[config.mk]
export PLATFORM = sky130hd
export DESIGN_NAME = wr_guard_top
export DESIGN_NICKNAME = d
export VERILOG_FILES = /design/src/design/guard_cfg_pkg.sv /design/src/design/guard_txn_pkg.sv /design/src/design/aw_ingress.sv /design/src/design/id_lookup.sv /design/src/design/txn_manager.sv /design/src/design/txn_table.sv /design/src/design/irq_regs.sv /design/src/design/wr_guard_top.sv
export SDC_FILE = /design/constraint.sdc
export NUM_CORES = 1
export LEC_CHECK = 0
export BUFFER_PORTS_ARGS = -buffer_cell sky130_fd_sc_hd__buf_2
export CAP_MARGIN = 0
export CORE_ASPECT_RATIO = 0.6
export CORE_MARGIN = 3
export CORE_UTILIZATION = 30
export CTS_BUF_LIST = sky130_fd_sc_hd__clkbuf_16
export DETAILED_ROUTE_END_ITERATION = 8
export PLACE_DENSITY = 0.56
export REMOVE_ABC_BUFFERS = 1
export SLEW_MARGIN = 20
export SYNTH_ARGS = -nofsm -noshare
export SYNTH_HDL_FRONTEND = slang
export SYNTH_SLANG_ARGS = --single-unit
[constraint.sdc]
create_clock -name clk_i -period 18.5 [get_ports clk_i]
set_input_delay 1.85 -clock clk_i [delete_from_list [all_inputs] [get_ports clk_i]]
set_output_delay 1.85 -clock clk_i [all_outputs]
set_load 0.005 [all_outputs]
[src/design/guard_cfg_pkg.sv]
/*
 * Sizes and timing constants of the write-transaction guard.
 * Every other file reads these by scoped name.
 */
`default_nettype none

package guard_cfg_pkg;

  // Linked-data slots, also the credit count the requester starts with
  localparam int unsigned MaxWrTxns    = 4;
  localparam int unsigned HtCapacity   = 4;

  localparam int unsigned IdWidth      = 4;
  localparam int unsigned LenWidth     = 8;
  localparam int unsigned CntWidth     = 10;

  // Budget tick period in clock cycles, power of two
  localparam int unsigned PrescalerDiv = 4;
  localparam int unsigned PrescWidth   = $clog2(PrescalerDiv);

  localparam int unsigned LdIdxWidth   = $clog2(MaxWrTxns);
  localparam int unsigned HtIdxWidth   = $clog2(HtCapacity);
  localparam int unsigned CreditWidth  = $clog2(MaxWrTxns + 1);

  // Fixed margin added to every budget
  localparam int unsigned BudgetSlack  = 2;

endpackage

`default_nettype wire

[src/design/guard_txn_pkg.sv]
/*
 * Transaction types of the write guard: bus beats, table records,
 * retirement and interrupt records, and the manager operation code.
 */
`default_nettype none

package guard_txn_pkg;

  typedef logic [guard_cfg_pkg::IdWidth-1:0]     id_t;
  typedef logic [guard_cfg_pkg::LenWidth-1:0]    len_t;
  typedef logic [guard_cfg_pkg::CntWidth-1:0]    cnt_t;
  typedef logic [guard_cfg_pkg::LdIdxWidth-1:0]  ld_idx_t;
  typedef logic [guard_cfg_pkg::HtIdxWidth-1:0]  ht_idx_t;
  typedef logic [guard_cfg_pkg::CreditWidth-1:0] credit_cnt_t;

  typedef struct packed {
    id_t  id;
    len_t len;
  } aw_req_t;

  typedef struct packed {
    id_t id;
  } b_rsp_t;

  // One outstanding write, chained per ID through next
  typedef struct packed {
    aw_req_t metadata;
    cnt_t    counter;
    logic    found_match;
    ld_idx_t next;
    logic    free;
  } linked_data_t;

  typedef struct packed {
    id_t     id;
    ld_idx_t head;
    ld_idx_t tail;
    logic    free;
  } head_tail_t;

  typedef struct packed {
    id_t  id;
    cnt_t latency;
  } retire_t;

  typedef struct packed {
    logic irq;
    logic wr_timeout;
    logic unwanted_wr_resp;
    id_t  txn_id;
  } irq_t;

  typedef enum logic [1:0] {
    OP_NONE,
    OP_ENQ,
    OP_RETIRE,
    OP_FLUSH
  } txn_op_e;

endpackage

`default_nettype wire

[src/design/aw_ingress.sv]
/*
 * First pipeline stage of the guard. Registers accepted AW beats and
 * observed B beats before lookup and table update.
 */
`timescale 1ns/1ps
`default_nettype none

module aw_ingress (
  input  logic                   clk_i,
  input  logic                   arst_n_i,
  input  logic                   aw_valid_i,
  input  guard_txn_pkg::aw_req_t aw_i,
  input  logic                   b_valid_i,
  input  guard_txn_pkg::b_rsp_t  b_i,
  output logic                   aw_valid_o,
  output guard_txn_pkg::aw_req_t aw_o,
  output logic                   b_valid_o,
  output guard_txn_pkg::b_rsp_t  b_o
);

  always_ff @(posedge clk_i or negedge arst_n_i) begin
    if (!arst_n_i) begin
      aw_valid_o <= 1'b0;
      b_valid_o  <= 1'b0;
    end else begin
      aw_valid_o <= aw_valid_i;
      b_valid_o  <= b_valid_i;
    end
  end

  // Beat payloads only load with their valid
  always_ff @(posedge clk_i) begin
    if (aw_valid_i) begin
      aw_o <= aw_i;
    end
    if (b_valid_i) begin
      b_o <= b_i;
    end
  end

endmodule

`default_nettype wire

[src/design/id_lookup.sv]
/*
 * Combinational search of the head/tail table for the enqueue, dequeue
 * and response IDs, plus lowest-free slot selection in both tables.
 */
`timescale 1ns/1ps
`default_nettype none

module id_lookup (
  input  guard_txn_pkg::head_tail_t [guard_cfg_pkg::HtCapacity-1:0]  head_tail_i,
  input  guard_txn_pkg::linked_data_t [guard_cfg_pkg::MaxWrTxns-1:0] linked_data_i,
  input  guard_txn_pkg::id_t     in_id_i,
  input  guard_txn_pkg::id_t     out_id_i,
  input  guard_txn_pkg::id_t     rsp_id_i,
  output logic                   no_in_match_o,
  output guard_txn_pkg::ht_idx_t match_in_idx_o,
  output logic                   no_out_match_o,
  output guard_txn_pkg::ht_idx_t match_out_idx_o,
  output logic                   rsp_exists_o,
  output guard_txn_pkg::ht_idx_t rsp_idx_o,
  output guard_txn_pkg::ht_idx_t ht_free_idx_o,
  output guard_txn_pkg::ld_idx_t ld_free_idx_o,
  output logic                   full_o
);

  always_comb begin
    no_in_match_o   = 1'b1;
    match_in_idx_o  = '0;
    no_out_match_o  = 1'b1;
    match_out_idx_o = '0;
    rsp_exists_o    = 1'b0;
    rsp_idx_o       = '0;
    ht_free_idx_o   = '0;
    // Downward scan so the lowest free index is the one left standing
    for (int i = guard_cfg_pkg::HtCapacity - 1; i >= 0; i--) begin
      if (head_tail_i[i].free) begin
        ht_free_idx_o = guard_txn_pkg::ht_idx_t'(i);
      end else begin
        if (head_tail_i[i].id == in_id_i) begin
          no_in_match_o  = 1'b0;
          match_in_idx_o = guard_txn_pkg::ht_idx_t'(i);
        end
        if (head_tail_i[i].id == out_id_i) begin
          no_out_match_o  = 1'b0;
          match_out_idx_o = guard_txn_pkg::ht_idx_t'(i);
        end
        if (head_tail_i[i].id == rsp_id_i) begin
          rsp_exists_o = 1'b1;
          rsp_idx_o    = guard_txn_pkg::ht_idx_t'(i);
        end
      end
    end
  end

  always_comb begin
    full_o        = 1'b1;
    ld_free_idx_o = '0;
    for (int i = guard_cfg_pkg::MaxWrTxns - 1; i >= 0; i--) begin
      if (linked_data_i[i].free) begin
        full_o        = 1'b0;
        ld_free_idx_o = guard_txn_pkg::ld_idx_t'(i);
      end
    end
  end

endmodule

`default_nettype wire

[src/design/txn_manager.sv]
/*
 * Next-state logic of the transaction tables. Enqueues new writes,
 * marks and retires answered ones, and flushes everything on a timeout
 * or an unexpected response.
 */
`timescale 1ns/1ps
`default_nettype none

module txn_manager (
  input  logic                   aw_valid_i,
  input  guard_txn_pkg::aw_req_t aw_i,
  input  logic                   b_valid_i,
  input  guard_txn_pkg::b_rsp_t  b_i,
  input  logic                   no_in_match_i,
  input  guard_txn_pkg::ht_idx_t match_in_idx_i,
  input  logic                   no_out_match_i,
  input  guard_txn_pkg::ht_idx_t match_out_idx_i,
  input  logic                   rsp_exists_i,
  input  guard_txn_pkg::ht_idx_t rsp_idx_i,
  input  guard_txn_pkg::ht_idx_t ht_free_idx_i,
  input  guard_txn_pkg::ld_idx_t ld_free_idx_i,
  input  logic                   full_i,
  input  guard_txn_pkg::cnt_t    accum_i,
  input  guard_txn_pkg::head_tail_t [guard_cfg_pkg::HtCapacity-1:0]  head_tail_q_i,
  output guard_txn_pkg::head_tail_t [guard_cfg_pkg::HtCapacity-1:0]  head_tail_d_o,
  input  guard_txn_pkg::linked_data_t [guard_cfg_pkg::MaxWrTxns-1:0] linked_data_q_i,
  output guard_txn_pkg::linked_data_t [guard_cfg_pkg::MaxWrTxns-1:0] linked_data_d_o,
  output guard_txn_pkg::id_t          out_id_o,
  output guard_txn_pkg::cnt_t         accum_add_o,
  output guard_txn_pkg::cnt_t         freed_len_o,
  output guard_txn_pkg::txn_op_e      op_o,
  output guard_txn_pkg::retire_t      retire_o,
  output guard_txn_pkg::credit_cnt_t  freed_o,
  output guard_txn_pkg::irq_t         irq_cause_o
);

  logic                   retire_hit, timeout, unwanted, flush, enq;
  logic                   head_marked, ht_popped, new_entry;
  guard_txn_pkg::ld_idx_t ret_idx, rsp_head, mark_idx, enq_ld;
  guard_txn_pkg::ht_idx_t enq_ht;
  guard_txn_pkg::id_t     to_id;
  guard_txn_pkg::cnt_t    scaled_len;

  // Marked record to retire and expired records, lowest index wins
  always_comb begin
    retire_hit = 1'b0;
    ret_idx    = '0;
    timeout    = 1'b0;
    to_id      = '0;
    for (int i = guard_cfg_pkg::MaxWrTxns - 1; i >= 0; i--) begin
      if (!linked_data_q_i[i].free && linked_data_q_i[i].found_match) begin
        retire_hit = 1'b1;
        ret_idx    = guard_txn_pkg::ld_idx_t'(i);
      end
      if (!linked_data_q_i[i].free && !linked_data_q_i[i].found_match &&
          linked_data_q_i[i].counter == '0) begin
        timeout = 1'b1;
        to_id   = linked_data_q_i[i].metadata.id;
      end
    end
  end

  assign out_id_o   = linked_data_q_i[ret_idx].metadata.id;
  assign scaled_len = guard_txn_pkg::cnt_t'(aw_i.len) >> guard_cfg_pkg::PrescWidth;

  // A head already waiting to retire passes the response on to its successor
  assign rsp_head    = head_tail_q_i[rsp_idx_i].head;
  assign head_marked = linked_data_q_i[rsp_head].found_match;
  assign mark_idx    = head_marked ? linked_data_q_i[rsp_head].next : rsp_head;
  assign unwanted    = b_valid_i && (!rsp_exists_i ||
                       (head_marked && rsp_head == head_tail_q_i[rsp_idx_i].tail));
  assign flush       = timeout || unwanted;
  assign enq         = aw_valid_i && (!full_i || flush);

  always_comb begin
    head_tail_d_o   = head_tail_q_i;
    linked_data_d_o = linked_data_q_i;
    accum_add_o     = '0;
    freed_len_o     = '0;
    op_o            = guard_txn_pkg::OP_NONE;
    retire_o        = '0;
    freed_o         = '0;
    irq_cause_o     = '0;
    ht_popped       = 1'b0;
    new_entry       = 1'b0;
    enq_ld          = ld_free_idx_i;
    enq_ht          = ht_free_idx_i;

    if (flush) begin
      op_o                         = guard_txn_pkg::OP_FLUSH;
      irq_cause_o.irq              = 1'b1;
      irq_cause_o.wr_timeout       = timeout;
      irq_cause_o.unwanted_wr_resp = unwanted;
      irq_cause_o.txn_id           = timeout ? to_id : b_i.id;
      for (int i = 0; i < guard_cfg_pkg::MaxWrTxns; i++) begin
        if (!linked_data_q_i[i].free) begin
          freed_o = freed_o + guard_txn_pkg::credit_cnt_t'(1);
        end
        linked_data_d_o[i]      = '0;
        linked_data_d_o[i].free = 1'b1;
      end
      for (int i = 0; i < guard_cfg_pkg::HtCapacity; i++) begin
        head_tail_d_o[i]      = '0;
        head_tail_d_o[i].free = 1'b1;
      end
    end else begin
      if (retire_hit && !no_out_match_i) begin
        op_o        = guard_txn_pkg::OP_RETIRE;
        retire_o    = '{id: out_id_o, latency: linked_data_q_i[ret_idx].counter};
        freed_o     = guard_txn_pkg::credit_cnt_t'(1);
        freed_len_o = guard_txn_pkg::cnt_t'(linked_data_q_i[ret_idx].metadata.len) >>
                      guard_cfg_pkg::PrescWidth;
        linked_data_d_o[ret_idx]      = '0;
        linked_data_d_o[ret_idx].free = 1'b1;
        if (head_tail_q_i[match_out_idx_i].head == head_tail_q_i[match_out_idx_i].tail) begin
          ht_popped                          = 1'b1;
          head_tail_d_o[match_out_idx_i]      = '0;
          head_tail_d_o[match_out_idx_i].free = 1'b1;
        end else begin
          head_tail_d_o[match_out_idx_i].head = linked_data_q_i[ret_idx].next;
        end
      end
      if (b_valid_i) begin
        linked_data_d_o[mark_idx].found_match = 1'b1;
      end
    end

    if (enq) begin
      if (op_o == guard_txn_pkg::OP_NONE) begin
        op_o = guard_txn_pkg::OP_ENQ;
      end
      accum_add_o = scaled_len;
      // After a flush the new write lands in the first slot of empty tables
      if (flush) begin
        enq_ld    = '0;
        enq_ht    = '0;
        new_entry = 1'b1;
      end else begin
        new_entry = no_in_match_i || (ht_popped && match_out_idx_i == match_in_idx_i);
        enq_ht    = no_in_match_i ? ht_free_idx_i : match_in_idx_i;
      end
      if (new_entry) begin
        head_tail_d_o[enq_ht] = '{id: aw_i.id, head: enq_ld, tail: enq_ld, free: 1'b0};
      end else begin
        linked_data_d_o[head_tail_q_i[enq_ht].tail].next = enq_ld;
        head_tail_d_o[enq_ht].tail                       = enq_ld;
      end
      linked_data_d_o[enq_ld] = '{
        metadata:    aw_i,
        counter:     (flush ? '0 : accum_i) + scaled_len +
                     guard_txn_pkg::cnt_t'(guard_cfg_pkg::BudgetSlack),
        found_match: 1'b0,
        next:        '0,
        free:        1'b0
      };
    end
  end

endmodule

`default_nettype wire

[src/design/txn_table.sv]
/*
 * Table registers of the guard. Holds head/tail and linked-data state,
 * counts budgets down on each prescaler tick and tracks the backlog.
 */
`timescale 1ns/1ps
`default_nettype none

module txn_table (
  input  logic                   clk_i,
  input  logic                   arst_n_i,
  input  guard_txn_pkg::head_tail_t [guard_cfg_pkg::HtCapacity-1:0]  head_tail_d_i,
  input  guard_txn_pkg::linked_data_t [guard_cfg_pkg::MaxWrTxns-1:0] linked_data_d_i,
  input  guard_txn_pkg::cnt_t    accum_add_i,
  input  guard_txn_pkg::txn_op_e op_i,
  input  guard_txn_pkg::cnt_t    freed_len_i,
  output guard_txn_pkg::head_tail_t [guard_cfg_pkg::HtCapacity-1:0]  head_tail_q_o,
  output guard_txn_pkg::linked_data_t [guard_cfg_pkg::MaxWrTxns-1:0] linked_data_q_o,
  output guard_txn_pkg::cnt_t    accum_o
);

  logic [guard_cfg_pkg::PrescWidth-1:0]                        presc_q;
  logic                                                        tick;
  guard_txn_pkg::linked_data_t [guard_cfg_pkg::MaxWrTxns-1:0] linked_data_n;

  assign tick = &presc_q;

  // Answered records keep their remaining budget for the retire report
  always_comb begin
    linked_data_n = linked_data_d_i;
    if (tick) begin
      for (int i = 0; i < guard_cfg_pkg::MaxWrTxns; i++) begin
        if (!linked_data_n[i].free && !linked_data_n[i].found_match &&
            linked_data_n[i].counter != '0) begin
          linked_data_n[i].counter = linked_data_n[i].counter - 1'b1;
        end
      end
    end
  end

  always_ff @(posedge clk_i or negedge arst_n_i) begin
    if (!arst_n_i) begin
      presc_q <= '0;
      accum_o <= '0;
      for (int i = 0; i < guard_cfg_pkg::HtCapacity; i++) begin
        head_tail_q_o[i] <= '{free: 1'b1, default: '0};
      end
      for (int i = 0; i < guard_cfg_pkg::MaxWrTxns; i++) begin
        linked_data_q_o[i] <= '{free: 1'b1, default: '0};
      end
    end else begin
      presc_q         <= presc_q + 1'b1;
      head_tail_q_o   <= head_tail_d_i;
      linked_data_q_o <= linked_data_n;
      if (op_i == guard_txn_pkg::OP_FLUSH) begin
        accum_o <= accum_add_i;
      end else begin
        accum_o <= accum_o + accum_add_i - freed_len_i;
      end
    end
  end

endmodule

`default_nettype wire

[src/design/irq_regs.sv]
/*
 * Output registers: retire report, returned credits and the sticky
 * interrupt record, which a pulse on irq_clear_i clears.
 */
`timescale 1ns/1ps
`default_nettype none

module irq_regs (
  input  logic                       clk_i,
  input  logic                       arst_n_i,
  input  guard_txn_pkg::txn_op_e     op_i,
  input  guard_txn_pkg::retire_t     retire_i,
  input  guard_txn_pkg::credit_cnt_t freed_i,
  input  guard_txn_pkg::irq_t        irq_cause_i,
  input  logic                       irq_clear_i,
  output logic                       retire_valid_o,
  output guard_txn_pkg::retire_t     retire_o,
  output guard_txn_pkg::credit_cnt_t aw_credit_o,
  output guard_txn_pkg::irq_t        irq_o
);

  always_ff @(posedge clk_i or negedge arst_n_i) begin
    if (!arst_n_i) begin
      retire_valid_o <= 1'b0;
      aw_credit_o    <= '0;
      irq_o          <= '0;
    end else begin
      retire_valid_o <= (op_i == guard_txn_pkg::OP_RETIRE);
      aw_credit_o    <= freed_i;
      // First cause is kept, a new one in the clear cycle is not lost
      if (irq_cause_i.irq && (!irq_o.irq || irq_clear_i)) begin
        irq_o <= irq_cause_i;
      end else if (irq_clear_i) begin
        irq_o <= '0;
      end
    end
  end

  always_ff @(posedge clk_i) begin
    retire_o <= retire_i;
  end

endmodule

`default_nettype wire

[src/design/wr_guard_top.sv]
/*
 * Top of the write-transaction guard. Observes AW and B, times every
 * outstanding write and returns AW credits to the requester.
 */
`timescale 1ns/1ps
`default_nettype none

module wr_guard_top (
  input  logic                       clk_i,
  input  logic                       arst_n_i,
  input  logic                       aw_valid_i,
  input  guard_txn_pkg::aw_req_t     aw_i,
  input  logic                       b_valid_i,
  input  guard_txn_pkg::b_rsp_t      b_i,
  input  logic                       irq_clear_i,
  output guard_txn_pkg::credit_cnt_t aw_credit_o,
  output logic                       retire_valid_o,
  output guard_txn_pkg::retire_t     retire_o,
  output guard_txn_pkg::irq_t        irq_o
);

  logic                        aw_valid_q, b_valid_q;
  guard_txn_pkg::aw_req_t      aw_q;
  guard_txn_pkg::b_rsp_t       b_q;
  logic                        no_in_match, no_out_match, rsp_exists, full;
  guard_txn_pkg::ht_idx_t      match_in_idx, match_out_idx, rsp_idx, ht_free_idx;
  guard_txn_pkg::ld_idx_t      ld_free_idx;
  guard_txn_pkg::id_t          out_id;
  guard_txn_pkg::cnt_t         accum, accum_add, freed_len;
  guard_txn_pkg::txn_op_e      op;
  guard_txn_pkg::retire_t      retire;
  guard_txn_pkg::credit_cnt_t  freed;
  guard_txn_pkg::irq_t         irq_cause;

  guard_txn_pkg::head_tail_t [guard_cfg_pkg::HtCapacity-1:0]  head_tail_q, head_tail_d;
  guard_txn_pkg::linked_data_t [guard_cfg_pkg::MaxWrTxns-1:0] linked_data_q, linked_data_d;

  aw_ingress i_aw_ingress (
    .clk_i, .arst_n_i, .aw_valid_i, .aw_i, .b_valid_i, .b_i,
    .aw_valid_o (aw_valid_q),
    .aw_o       (aw_q),
    .b_valid_o  (b_valid_q),
    .b_o        (b_q)
  );

  id_lookup i_id_lookup (
    .head_tail_i     (head_tail_q),
    .linked_data_i   (linked_data_q),
    .in_id_i         (aw_q.id),
    .out_id_i        (out_id),
    .rsp_id_i        (b_q.id),
    .no_in_match_o   (no_in_match),
    .match_in_idx_o  (match_in_idx),
    .no_out_match_o  (no_out_match),
    .match_out_idx_o (match_out_idx),
    .rsp_exists_o    (rsp_exists),
    .rsp_idx_o       (rsp_idx),
    .ht_free_idx_o   (ht_free_idx),
    .ld_free_idx_o   (ld_free_idx),
    .full_o          (full)
  );

  txn_manager i_txn_manager (
    .aw_valid_i      (aw_valid_q),
    .aw_i            (aw_q),
    .b_valid_i       (b_valid_q),
    .b_i             (b_q),
    .no_in_match_i   (no_in_match),
    .match_in_idx_i  (match_in_idx),
    .no_out_match_i  (no_out_match),
    .match_out_idx_i (match_out_idx),
    .rsp_exists_i    (rsp_exists),
    .rsp_idx_i       (rsp_idx),
    .ht_free_idx_i   (ht_free_idx),
    .ld_free_idx_i   (ld_free_idx),
    .full_i          (full),
    .accum_i         (accum),
    .head_tail_q_i   (head_tail_q),
    .head_tail_d_o   (head_tail_d),
    .linked_data_q_i (linked_data_q),
    .linked_data_d_o (linked_data_d),
    .out_id_o        (out_id),
    .accum_add_o     (accum_add),
    .freed_len_o     (freed_len),
    .op_o            (op),
    .retire_o        (retire),
    .freed_o         (freed),
    .irq_cause_o     (irq_cause)
  );

  txn_table i_txn_table (
    .clk_i, .arst_n_i,
    .head_tail_d_i   (head_tail_d),
    .linked_data_d_i (linked_data_d),
    .accum_add_i     (accum_add),
    .op_i            (op),
    .freed_len_i     (freed_len),
    .head_tail_q_o   (head_tail_q),
    .linked_data_q_o (linked_data_q),
    .accum_o         (accum)
  );

  irq_regs i_irq_regs (
    .clk_i, .arst_n_i,
    .op_i        (op),
    .retire_i    (retire),
    .freed_i     (freed),
    .irq_cause_i (irq_cause),
    .irq_clear_i,
    .retire_valid_o,
    .retire_o,
    .aw_credit_o,
    .irq_o
  );

endmodule

`default_nettype wire

==> impl_metrics.toml <==
[floorplanning]
initial_core_util_pct = 30.7
die_w_um = 265
std_cell_rows = 56
fp.dieArea_mm2 = 0.0428
design.core.area_mm2 = 0.0394
top_level_ports = 46
die_h_um = 161

[routing]
routedWlPerCell_um = 23.6
drt_wl_total_um = 44400
detail_route.drc_violations = 0
first_pass_iteration_count_of_the_detailed_router = 8
detail_route.vias_per_cell = 5.97
drt_iter0_drc = 1557
vias = 11200
ant_nets = 0

[clock_network]
number_of_h_tree_levels = 4
clkTransAtPathRegs_ps = 70
post_cts_hold_buffer_count = 0
tritoncts.num_buffers = 17
postCtsResizedCells = 0
cts-root-to-sink-buffers = 2
tritoncts_clock_tree = "yes"
clock-root-buffer = "clkbuf_16"
cts_setup_buffers = 0
clkSinkCount = 185
clock_latency_ps = 460

[synthesis]
synthDominantCellAreaShare_pct = 30.9
seq_area_frac_synth_pct = 38.4
synthesis.yosys.warnings = 0
mappedNetlistArea_mm2 = 0.0121
synth.most_common_cell = "dfrtp_1"
commonest_register_cell_after_synthesis = "dfrtp_1"
synth_enable_flop_cells = 14
ys_ff_latch = 185
async_reset_ff_share_pct = 84.9
avgSynthCellArea_um2 = 9.08
synth_largest_area_cell = "dfrtp_1"
synth.lib_cells_used.distinct = 91
synthTopCellsByCount = "149 x dfrtp_1, 123 x nand2_1, 118 x nor2_1, 68 x a21oi_1, 65 x o21ai_0"
synth_top_cells_by_area = "dfrtp_1 31%, xnor2_1 3.9%, nand2_1 3.8%"
postSynthCellCount = 1330

[sta]
peak_freq_mhz = 117
timing_hold_violations_final = 0
setup_violations = 0
rsz0062_at_grt = "false"
worst-slew-pin-transition_ps = 1080
period_share_pct = 46.1
worst_case_clock_skew_ps = 14.3
timing.setup.tns_ps = 0
slew_violations = 0
worst_hold_margin_ps = 425
slew_headroom_pct = 27.4
period_minus_slack_ps = 8530

[power_and_ir_drop]
power.density_cell_area_mw_per_mm2 = 163
cellLeakagePower_nw = 5.53
power_total_mw = 2.19
irDropWorstVdd_uv = 94.4

[worst_setup_path]
largest_driver_fanout_on_the_critical_path = 33
timing.critical_path.slowest_cell_delay_ps = 670
worstSetupPathType = "flip-flop to flip-flop"
cpMaxStageDelayCell = "nor3_1"
r2r_setup_slack_ps = 9970
timing.critical_path.to_type = "flip-flop"
timing.reg2reg.worst_path_depth = 26
worst_ep_required_time_ps = 18830
worst_setup_path_start_kind = "flip-flop"
worst-endpoint-arrival_ps = 8850

[global_route]
grt_remaining_overflow = 0
globalRouteTotalUtil_pct = 21.0
pin_count_of_the_biggest_net_entering_global_routing = 63
grt_first_pass_wirelength_um = 67600
via_count_of_the_first_global_routing_pass = 10600
antenna_violations_before_repair = 0

[finish]
fraction_of_final_layout_cells_with_drive_strength_greater_than_1_pct = 10.7
n_antenna_cell = 0
final_cell_count_no_fill = 1883
area.sequential_mm2 = 0.00464
final_util_pct = 34.1
area.growth.synth_to_final_pct = 11.2
design.final.nets = 1409
final.fill_count = 4094
multi_input_area_mm2 = 0.00694

[placement]
place_inst = 1851
port-buffer-count = 43
post-dp-hpwl_um = 33500
gpl.final_weighted_congestion = 0.930

[status]
status = "complete, no violations"

[job]
drv_cap = 0

[worst_hold_path]
worstHoldPathCells = 1
holdCritPathClass = "flip-flop to flip-flop"
registers in the layout, summed over array words and instances, names as in the netlist, 2 cells and up:
name / count
i_txn_table.presc_q: 2
i_aw_ingress.b_o: 4
i_txn_table.head_tail_q_o: 36
i_aw_ingress.aw_o: 10
i_irq_regs.aw_credit_o: 3
i_txn_table.linked_data_q_o: 96
i_txn_table.accum_o: 10
i_irq_regs.retire_o: 14
i_irq_regs.irq_o: 7
layer usage:
metal  GRT usage (%)  vias to the layer above  wire length [µm]
met2            24.5                      671             15300
met1            32.9                     5527             21700
li1                -                     5004                 -
met4            3.78                        2               372
met3            10.4                       33              6910
met5            1.01                        -                63
power by group:
part | switching, mW | total [mW] | leakage [nW] | internal [mW]
Clock | 0.186 | 0.364 | 0.268 | 0.178
Sequential | 0.107 | 0.606 | 2.34 | 0.499
Combinational | 0.839 | 1.22 | 2.92 | 0.384
Total | 1.13 | 2.19 | 5.53 | 1.06
worst paths after layout:
kind                                        startpoint                         endpoint
worst min-delay path            i_txn_table.presc_q[0]           i_txn_table.presc_q[0]
worst min register to register  i_txn_table.presc_q[0]           i_txn_table.presc_q[0]
min in group asynchronous                     arst_n_i    i_txn_table.head_tail_q_o[29]
max in group asynchronous                     arst_n_i  i_txn_table.linked_data_q_o[50]
worst max-delay path               i_aw_ingress.b_o[0]  i_txn_table.linked_data_q_o[37]
worst max register to register     i_aw_ingress.b_o[0]  i_txn_table.linked_data_q_o[37]
stage by stage:
step	worst slack (ps)	instance area (µm²)
after floorplan	10440	11800
after global placement	10350	12900
after detailed placement	10370	12900
after CTS	10330	13400
after global routing	9560	13400
final	9970	13400
cell type report:
cell class	count	area share [%]
Multi-Input combinational cell	1015	51.7
Timing Repair Buffer	69	3.10
Clock buffer	17	3.17
Sequential cell	185	34.5
Tap cell	522	4.86
Inverter	60	1.68
Clock inverter	15	0.978
cell families (layout without fill, tap and decap cells):
logic type                 count (synthesis)  in the layout  synth area share [%]
AOI/OAI and AO/OA                        429            429                  26.2
and+or+nand+nor                          419            419                  16.7
DFF                                      185            185                  38.4
buffers and inverters                    130            161                  4.34
xor gates and xnor gates                  88             88                  6.38
adders and majority gates                 40             40                  4.58
muxes                                     39             39                  3.37
layout by cell type, fill, tap and decap left out, drive strengths merged, types with 14 or more instances in the layout:
master,instances
xor2,34
a222oi,17
a21oi,68
buf,69
a211oi,19
a22o,35
nor2,118
xnor2,54
nand3,23
nand2,123
dfxtp,14
clkbuf,17
o211ai,35
a22oi,35
dfrtp,149
edfxtp,14
mux2i,29
o21ai,79
inv,68
a31oi,16
ha,33
nor3,48
critical path, delay by kind of cell (launching register included):
kind                       cells  cell delay [ps]
and+or+nand+nor                7             3040
xor gates and xnor gates       3             1000
DFF                            1              550
muxes                          1              370
adders and majority gates      3              940
AOI/OAI and AO/OA             10             2370
buffers and inverters          2              120
Power figures use the tool's default switching activity.
